--- src/design/busSizePkg.sv ---
// Shared types for the 68040 dynamic bus sizing bridge
// Transfer kinds, sequencer lane-state codes and the decoded cycle request
// Imported by every stage of the bridge and by the top level

`default_nettype none

package busSizePkg;

    ////////////////////////////////////////
    // Transfer classification
    ////////////////////////////////////////

    typedef enum logic [1:0] {
        kindLong = 2'd0,                        // Long word or line
        kindWord = 2'd1,
        kindByte = 2'd2
    } xferKind_e;

    ////////////////////////////////////////
    // Sequencer states, one per lane layout
    ////////////////////////////////////////

    typedef enum logic [3:0] {
        stIdle  = 4'd0,
        stLongA = 4'd1,                         // First or only half of a long
        stLongB = 4'd2,                         // Second half on a 16-bit port
        stWord0 = 4'd3,
        stWord2 = 4'd4,
        stByte0 = 4'd5,
        stByte1 = 4'd6,
        stByte2 = 4'd7,
        stByte3 = 4'd8
    } laneState_e;

    // Decoded CPU cycle, handed from the decoder to the sequencer
    typedef struct packed {
        xferKind_e  kind;
        logic [1:0] addr;                       // A1..A0
        logic       burst;                      // Line transfer, TT = 01
        logic       rnw;
    } cycleReq_t;

    localparam int BurstBeatsDefault = 4;       // Beats in one cache line

endpackage

`default_nettype wire

--- src/design/cycleDecode.sv ---
// First stage of the bus sizing bridge
// Samples the CPU transfer start and turns SIZ, A1..A0 and TT into a request
// reqValid is a single-cycle pulse; req holds until the next transfer start

`default_nettype none

module cycleDecode (
    input  wire                   BCLK,
    input  wire                   nRESET,
    input  wire                   nTsCpu,     // CPU transfer start, active low
    input  wire  [1:0]            size,       // SIZ1..SIZ0
    input  wire  [1:0]            addr,       // A1..A0
    input  wire  [1:0]            tt,         // Transfer type
    input  wire                   rnw,
    output logic                  reqValid,
    output busSizePkg::cycleReq_t req
);

    import busSizePkg::*;

    cycleReq_t nextReq;

    // Classify the CPU attributes
    always_comb begin
        nextReq.addr = addr;
        nextReq.rnw  = rnw;
        case (size)
            2'b10:   nextReq.kind = kindWord;
            2'b01:   nextReq.kind = kindByte;
            default: nextReq.kind = kindLong;   // 00 long, 11 line
        endcase
        nextReq.burst = (nextReq.kind == kindLong) && (tt == 2'b01);
    end

    // Start pulse, one cycle per TS
    always_ff @(posedge BCLK or negedge nRESET) begin
        if (!nRESET) begin
            reqValid <= 1'b0;
        end else begin
            reqValid <= !nTsCpu;
        end
    end

    always_ff @(posedge BCLK) begin
        if (!nTsCpu) req <= nextReq;            // Held for the whole transfer
    end

    // Words must sit on an even address
    assert property (@(posedge BCLK) disable iff (!nRESET)
        (!nTsCpu && size == 2'b10) |=> !req.addr[0])
        else $error("FAIL word request at odd addr=%h", req.addr);

endmodule

`default_nettype wire

--- src/design/sizingSequencer.sv ---
// Second stage of the bus sizing bridge
// Runs the dynamic bus sizing FSM against DSACK, counts line beats and
// retimes the target and CPU strobes onto the falling BCLK edge
// BurstBeats sets the number of beats in a line transfer

`default_nettype none

module sizingSequencer #(
    parameter int BurstBeats = busSizePkg::BurstBeatsDefault
) (
    input  wire                    BCLK,
    input  wire                    nRESET,
    input  wire                    reqValid,
    input  wire busSizePkg::cycleReq_t req,
    input  wire  [1:0]             dsack,     // 00 32-bit port, 01 16-bit port
    input  wire                    nTbi,      // Burst inhibit from the target
    input  wire                    nTci,      // Cache inhibit from the target
    output busSizePkg::laneState_e state,
    output logic                   nTs,
    output logic                   nTa,
    output logic                   nTbiCpu,
    output logic                   nTciCpu
);

    import busSizePkg::*;

    localparam int CountWidth = $clog2(BurstBeats + 1);

    logic ts;                                   // Internal strobes, rising edge
    logic ta;
    logic tbi;
    logic tci;
    logic secondHalf;                           // 16-bit long needs a second run
    logic lineXfer;                             // Current long is a line
    logic burstInhibit;                         // TBI seen during this line
    logic [CountWidth-1:0] beatCount;
    logic lineDone;

    logic tsOut;                                // Falling edge copies
    logic taOut;
    logic tbiOut;
    logic tciOut;

    // A long ends at once; a line runs to BurstBeats unless inhibited
    assign lineDone = !lineXfer || burstInhibit ||
                      (beatCount == CountWidth'(BurstBeats));

    ////////////////////////////////////////
    // Bus sizing FSM
    ////////////////////////////////////////

    always_ff @(posedge BCLK or negedge nRESET) begin
        if (!nRESET) begin
            state        <= stIdle;
            ts           <= 1'b0;
            ta           <= 1'b0;
            tbi          <= 1'b0;
            tci          <= 1'b0;
            secondHalf   <= 1'b0;
            lineXfer     <= 1'b0;
            burstInhibit <= 1'b0;
            beatCount    <= '0;
        end else begin
            ts <= 1'b0;                         // Start strobe lasts one cycle
            case (state)
                stIdle: begin
                    ta           <= 1'b0;
                    tbi          <= 1'b0;
                    tci          <= 1'b0;
                    burstInhibit <= 1'b0;
                    if (reqValid) begin
                        ts <= 1'b1;
                        case (req.kind)
                            kindLong: begin
                                lineXfer  <= req.burst;
                                beatCount <= '0;
                                state     <= stLongA;
                            end
                            kindWord: state <= req.addr[1] ? stWord2 : stWord0;
                            default: begin
                                case (req.addr)
                                    2'd0:    state <= stByte0;
                                    2'd1:    state <= stByte1;
                                    2'd2:    state <= stByte2;
                                    default: state <= stByte3;
                                endcase
                            end
                        endcase
                    end
                end

                stLongA: begin
                    case (dsack)
                        2'b00: begin            // Full long word beat
                            ta           <= 1'b1;
                            tbi          <= !nTbi;
                            tci          <= !nTci;
                            burstInhibit <= burstInhibit || !nTbi;
                            if (!ta) beatCount <= beatCount + CountWidth'(1);
                        end
                        2'b01: begin            // Upper half only, no TA yet
                            secondHalf <= 1'b1;
                            if (lineXfer) tbi <= 1'b1;  // No bursts to 16-bit ports
                        end
                        2'b11: begin
                            if (secondHalf) begin
                                secondHalf <= 1'b0;
                                ts         <= 1'b1;     // Rerun TS for the lower half
                                state      <= stLongB;
                            end else if (ta) begin
                                ta  <= 1'b0;
                                tbi <= 1'b0;
                                tci <= 1'b0;
                                if (lineDone) state <= stIdle;
                            end
                        end
                        default: ;              // Byte port termination unsupported
                    endcase
                end

                default: begin                  // longB, words and bytes
                    if (dsack != 2'b11) begin
                        ta  <= 1'b1;
                        tci <= !nTci;
                    end else if (ta) begin
                        ta    <= 1'b0;
                        tbi   <= 1'b0;
                        tci   <= 1'b0;
                        state <= stIdle;
                    end
                end
            endcase
        end
    end

    ////////////////////////////////////////
    // Strobe retiming, falling edge
    ////////////////////////////////////////

    always_ff @(negedge BCLK or negedge nRESET) begin
        if (!nRESET) begin
            tsOut  <= 1'b0;
            taOut  <= 1'b0;
            tbiOut <= 1'b0;
            tciOut <= 1'b0;
        end else begin
            tsOut  <= ts;
            taOut  <= ta;
            tbiOut <= tbi;
            tciOut <= tci;
        end
    end

    assign nTs     = !tsOut;
    assign nTa     = !taOut;
    assign nTbiCpu = !tbiOut;
    assign nTciCpu = !tciOut;

    // The CPU only starts a cycle on a free bus
    assert property (@(posedge BCLK) disable iff (!nRESET) reqValid |-> state == stIdle)
        else $error("FAIL reqValid while state=%h", state);

    assert property (@(posedge BCLK) disable iff (!nRESET) !(!nTa && !nTs))
        else $error("FAIL nTa and nTs low together");

    assert property (@(posedge BCLK) disable iff (!nRESET)
        beatCount <= CountWidth'(BurstBeats))
        else $error("FAIL beatCount=%h past line length", beatCount);

endmodule

`default_nettype wire

--- src/design/laneSteer.sv ---
// Third stage of the bus sizing bridge
// Steers CPU bytes onto the port lanes for writes, latches port bytes
// into the CPU lanes on reads, and drives both data bus enables
// Byte 0 is bits 31..24 and byte 3 is bits 7..0

`default_nettype none

module laneSteer (
    input  wire                     BCLK,
    input  wire                     nRESET,
    input  wire busSizePkg::laneState_e state,
    input  wire  [1:0]              dsack,
    input  wire                     rnw,
    input  wire                     nBg,      // Active-low bus grant
    input  wire  [31:0]             cpuDataIn,
    input  wire  [31:0]             portDataIn,
    output logic [31:0]             cpuDataOut,
    output logic [31:0]             portDataOut,
    output logic                    cpuDataOe,
    output logic                    portDataOe
);

    import busSizePkg::*;

    logic [7:0] cpuB1, cpuB2, cpuB3;            // CPU byte lanes 1 to 3
    logic [7:0] portB1, portB2, portB3;         // Port byte lanes 1 to 3

    assign {cpuB1, cpuB2, cpuB3}    = cpuDataIn[23:0];
    assign {portB1, portB2, portB3} = portDataIn[23:0];

    ////////////////////////////////////////
    // Live write path
    ////////////////////////////////////////

    always_comb begin
        case (state)
            stLongB, stWord2: portDataOut = {cpuB2, cpuB3, cpuB2, cpuB3};
            stByte1:          portDataOut = {cpuB1, cpuB1, cpuB2, cpuB3};
            stByte2:          portDataOut = {cpuB2, cpuB1, cpuB2, cpuB3};
            stByte3:          portDataOut = {cpuB3, cpuB3, cpuB3, cpuB3}; // All lanes
            default:          portDataOut = cpuDataIn;  // Idle, longA, word0, byte0
        endcase
    end

    ////////////////////////////////////////
    // Read path latched on DSACK
    ////////////////////////////////////////

    always_ff @(posedge BCLK or negedge nRESET) begin
        if (!nRESET) begin
            cpuDataOut <= '0;
        end else if (dsack != 2'b11) begin
            case (state)
                stLongA: begin
                    if (dsack == 2'b00) cpuDataOut <= portDataIn;
                    else if (dsack == 2'b01) cpuDataOut[31:16] <= portDataIn[31:16];
                end
                stLongB: cpuDataOut[15:0] <= portDataIn[31:16]; // Lower half of the long
                stWord2: cpuDataOut <= {portB2, portB3, portB2, portB3};
                stByte1: cpuDataOut <= {portB1, portB1, portB2, portB3};
                stByte2: cpuDataOut <= {portB2, portB1, portB2, portB3};
                stByte3: cpuDataOut <= {portB3, portB1, portB2, portB3};
                default: cpuDataOut <= portDataIn;  // Straight
            endcase
        end
    end

    // Enables follow the direction while the bus is granted
    assign cpuDataOe  = rnw && !nBg && nRESET;
    assign portDataOe = !rnw && !nBg && nRESET;

endmodule

`default_nettype wire

--- src/design/busSizerTop.sv ---
// Top level of the 68040 dynamic bus sizing bridge
// Chains decode, sizing sequencer and lane steering between the CPU bus
// and a target bus of 16- or 32-bit ports

`default_nettype none

module busSizerTop #(
    parameter int BurstBeats = busSizePkg::BurstBeatsDefault
) (
    input  wire         BCLK,
    input  wire         nRESET,
    input  wire         nTsCpu,
    input  wire  [1:0]  size,
    input  wire  [1:0]  addr,
    input  wire  [1:0]  tt,
    input  wire         rnw,
    input  wire  [1:0]  dsack,
    input  wire         nTbi,
    input  wire         nTci,
    input  wire         nBg,
    input  wire  [31:0] cpuDataIn,
    input  wire  [31:0] portDataIn,
    output logic        nTs,
    output logic        nTa,
    output logic        nTbiCpu,
    output logic        nTciCpu,
    output logic [31:0] cpuDataOut,
    output logic [31:0] portDataOut,
    output logic        cpuDataOe,
    output logic        portDataOe
);

    import busSizePkg::*;

    logic       reqValid;                       // Decode to sequencer
    cycleReq_t  req;
    laneState_e state;                          // Sequencer to lane steering

    cycleDecode i_decode (
        .BCLK(BCLK), .nRESET(nRESET), .nTsCpu(nTsCpu), .size(size),
        .addr(addr), .tt(tt), .rnw(rnw), .reqValid(reqValid), .req(req)
    );

    sizingSequencer #(.BurstBeats(BurstBeats)) i_seq (
        .BCLK(BCLK), .nRESET(nRESET), .reqValid(reqValid), .req(req),
        .dsack(dsack), .nTbi(nTbi), .nTci(nTci), .state(state),
        .nTs(nTs), .nTa(nTa), .nTbiCpu(nTbiCpu), .nTciCpu(nTciCpu)
    );

    laneSteer i_lanes (
        .BCLK(BCLK), .nRESET(nRESET), .state(state), .dsack(dsack),
        .rnw(rnw), .nBg(nBg), .cpuDataIn(cpuDataIn), .portDataIn(portDataIn),
        .cpuDataOut(cpuDataOut), .portDataOut(portDataOut),
        .cpuDataOe(cpuDataOe), .portDataOe(portDataOe)
    );

endmodule

`default_nettype wire

--- config.mk ---
export PLATFORM = sky130hd
export DESIGN_NAME = busSizerTop
export DESIGN_NICKNAME = d
export VERILOG_FILES = /design/src/design/busSizePkg.sv /design/src/design/cycleDecode.sv /design/src/design/sizingSequencer.sv /design/src/design/laneSteer.sv /design/src/design/busSizerTop.sv
export SDC_FILE = /design/constraint.sdc
export NUM_CORES = 1
export LEC_CHECK = 0
export BUFFER_PORTS_ARGS = -buffer_cell sky130_fd_sc_hd__buf_4
export CORE_MARGIN = 2
export CORE_UTILIZATION = 55
export CTS_BUF_LIST = sky130_fd_sc_hd__clkbuf_4
export CTS_CLUSTER_SIZE = 12
export DETAILED_ROUTE_END_ITERATION = 8
export PLACE_DENSITY = 0.89
export SLEW_MARGIN = 10
export SYNTH_ARGS = -nofsm -noshare
export SYNTH_HDL_FRONTEND = slang
export SYNTH_HIERARCHICAL = 1
export SYNTH_SLANG_ARGS = --single-unit
--- constraint.sdc ---
create_clock -name BCLK -period 3.6 [get_ports BCLK]
set_input_delay 0.18 -clock BCLK [delete_from_list [all_inputs] [get_ports BCLK]]
set_output_delay 0.18 -clock BCLK [all_outputs]
set_load 0.02 [all_outputs]
==> impl_metrics.ini <==
[die]
die_w_um = 86.3
core_mm2 = 0.00646
die_area_mm2 = 0.00745
die_h_um = 86.3
num_rows = 29
initial_utilization = 0.577
ios = 149

[timing]
worst_pin_slew_ns = 0.923
rsz0062_at_grt = false
relSlewSlack = 0.385
setup_violations = 0
slew_violations = 0
period_needed_ns = 3.09
holdWs_ns = 0.0467
skew_ns = 0.0295
period_share = 0.858
fmax_ghz = 0.324
setup-tns-final_ns = 0
setup_slack_ns = 0.510
hold_violations = 0

[yosys]
synth_area_mm2 = 0.00372
synthCells = 423
synth-warning-count = 6
syn-num-nets = 509
avgSynthCellArea_um2 = 8.81

[layout]
drive_gt1_frac = 0.319
area_growth_pct = 31.3
fin_util = 0.757
final_net_count = 640
antenna_cells = 0

[global_route]
grt_util_all_layers = 0.278
gr-total-overflow = 0
antenna_found_initial = 0
grt_pass1_wl_um = 16700
grt_max_degree = 50
grt_pass1_vias = 3482

[worst_setup_path]
worstPathArrival_ns = 2.91
endpoint = portDataOut[22]
crit_fanout = 29
critPathCaptureType = output port
crit_required_ns = 3.42
r2r_slack_ns = 1.01
reg2regPathDepth = 3
startpoint = i_seq/state[2]
rr_startpoint = i_seq/state[0]
worstSetupStartpointType = flop
crit_type = flop to output port
r2r_end = i_lanes/cpuDataOut[12]

[cts]
cts_resized = 0
cts.sinks = 56
cts_max_level = 2
cts-root-buf = clkbuf_4
clk_path_buf_depth = 2
cts_tree = built
clk_pin_slew_ns = 0.16
clock_latency_ns = 0.39
cts_buffers = 5

[routing]
drt_iter0_drc = 255
vias = 3704
drc = 0
wire_per_inst_um = 16.8
wl_um = 10600
vias_per_cell = 5.86
ant_nets = 0
drtPass1Iterations = 4

[placement]
dp_hpwl_um = 8190
place_ws_ns = 0.974
port-buffer-count = 148
globalplace.congestion = 0.934

[worst_hold_path]
hold_path.class = input pin to flop
min_path_cells = 2

[outcome]
status = completed

[power]
power_leakage_nw = 2.23
irDropWorstVdd_mv = 0.401
power_density_mw_per_mm2 = 762

[run]
max_cap_violations = 0
[metrics by stage]
stage | total power [mW] | instances | area, um2
6_report | 3.73 | 632 | 4890
5_1_grt | 3.98 | 632 | 4890
4_1_cts | 3.71 | 632 | 4890
3_5_place_dp | 3.43 | 619 | 4780
3_3_place_gp | 3.35 | 619 | 4780
2_1_floorplan | 2.62 | 423 | 3720
[what timing repair did]
action | CTS | global route
hold endpoints to repair | 51 | 0
hold buffers | 5 | 0
buffers inserted | 0 | 0
[final cells by class]
| type | count | area (um2) |
|---|---|---|
| multi-input cells | 318 | 2060 |
| fillers | 475 | 1570 |
| flip-flops and latches | 56 | 1430 |
| repair buffers | 157 | 1190 |
| well taps | 77 | 96.3 |
| inverters | 16 | 60.1 |
| clock buffers | 5 | 37.5 |
| clock inverters | 3 | 21.3 |
[registers in the layout (all words and copies together), names as in the netlist]
signal              count
i_seq/tciOut            1
i_seq/ta                1
i_decode/reqValid       1
i_seq/beatCount         3
i_seq/lineXfer          1
i_seq/tbiOut            1
i_seq/state             4
i_seq/tbi               1
i_seq/tci               1
i_seq/tsOut             1
i_lanes/cpuDataOut     32
i_seq/burstInhibit      1
i_decode/req            5
i_seq/secondHalf        1
i_seq/ts                1
i_seq/taOut             1
[cell usage in the layout (no fill, tap or decap), drive strengths merged, types with 3 or more instances in the layout]
master / instances
buf: 152
a21oi: 20
mux2: 12
edfxtp: 5
nand2b: 5
dfrtn: 4
nor2b: 20
clkbuf: 5
nor3: 5
nor2: 20
dlygate4sd3: 5
a2bb2oi: 8
o21ai: 68
o22a: 6
dfrtp: 47
nor4b: 3
nand2: 65
mux2i: 27
nand3: 6
a221oi: 6
a211oi: 9
inv: 17
ha: 7
[metal layers]
layer	global-route usage	part of all wire
met5	0	0
met2	0.483	0.50
met3	0.0371	0.076
met4	0.0881	0.027
met1	0.362	0.40
[power breakdown]
group / switching, mW / total [mW] / internal, mW
logic: 1.32 / 2.30 / 0.978
clock network: 0.215 / 0.293 / 0.0780
registers: 0.247 / 1.13 / 0.886
total: 1.78 / 3.73 / 1.94
[how the worst min path moves through the flow]
stage	startpoint	end	slack (ns)
finish	dsack[1]	i_seq/secondHalf	0.05
CTS	dsack[1]	i_seq/secondHalf	0.04
detailed placement	addr[0]	i_decode/req[2]	0.36
global placement	addr[1]	i_decode/req[3]	0.36
floorplan	nRESET	i_decode/reqValid	-0.12
global route	dsack[1]	i_seq/secondHalf	0.06
[critical path: stages (launching register included)]
cell	delay, ns
dfrtp_1	0.97
nor2b_1	0.37
o311ai_4	0.62
mux2_2	0.41
buf_4	0.16
No activity file was read; power rests on OpenSTA's default activity.
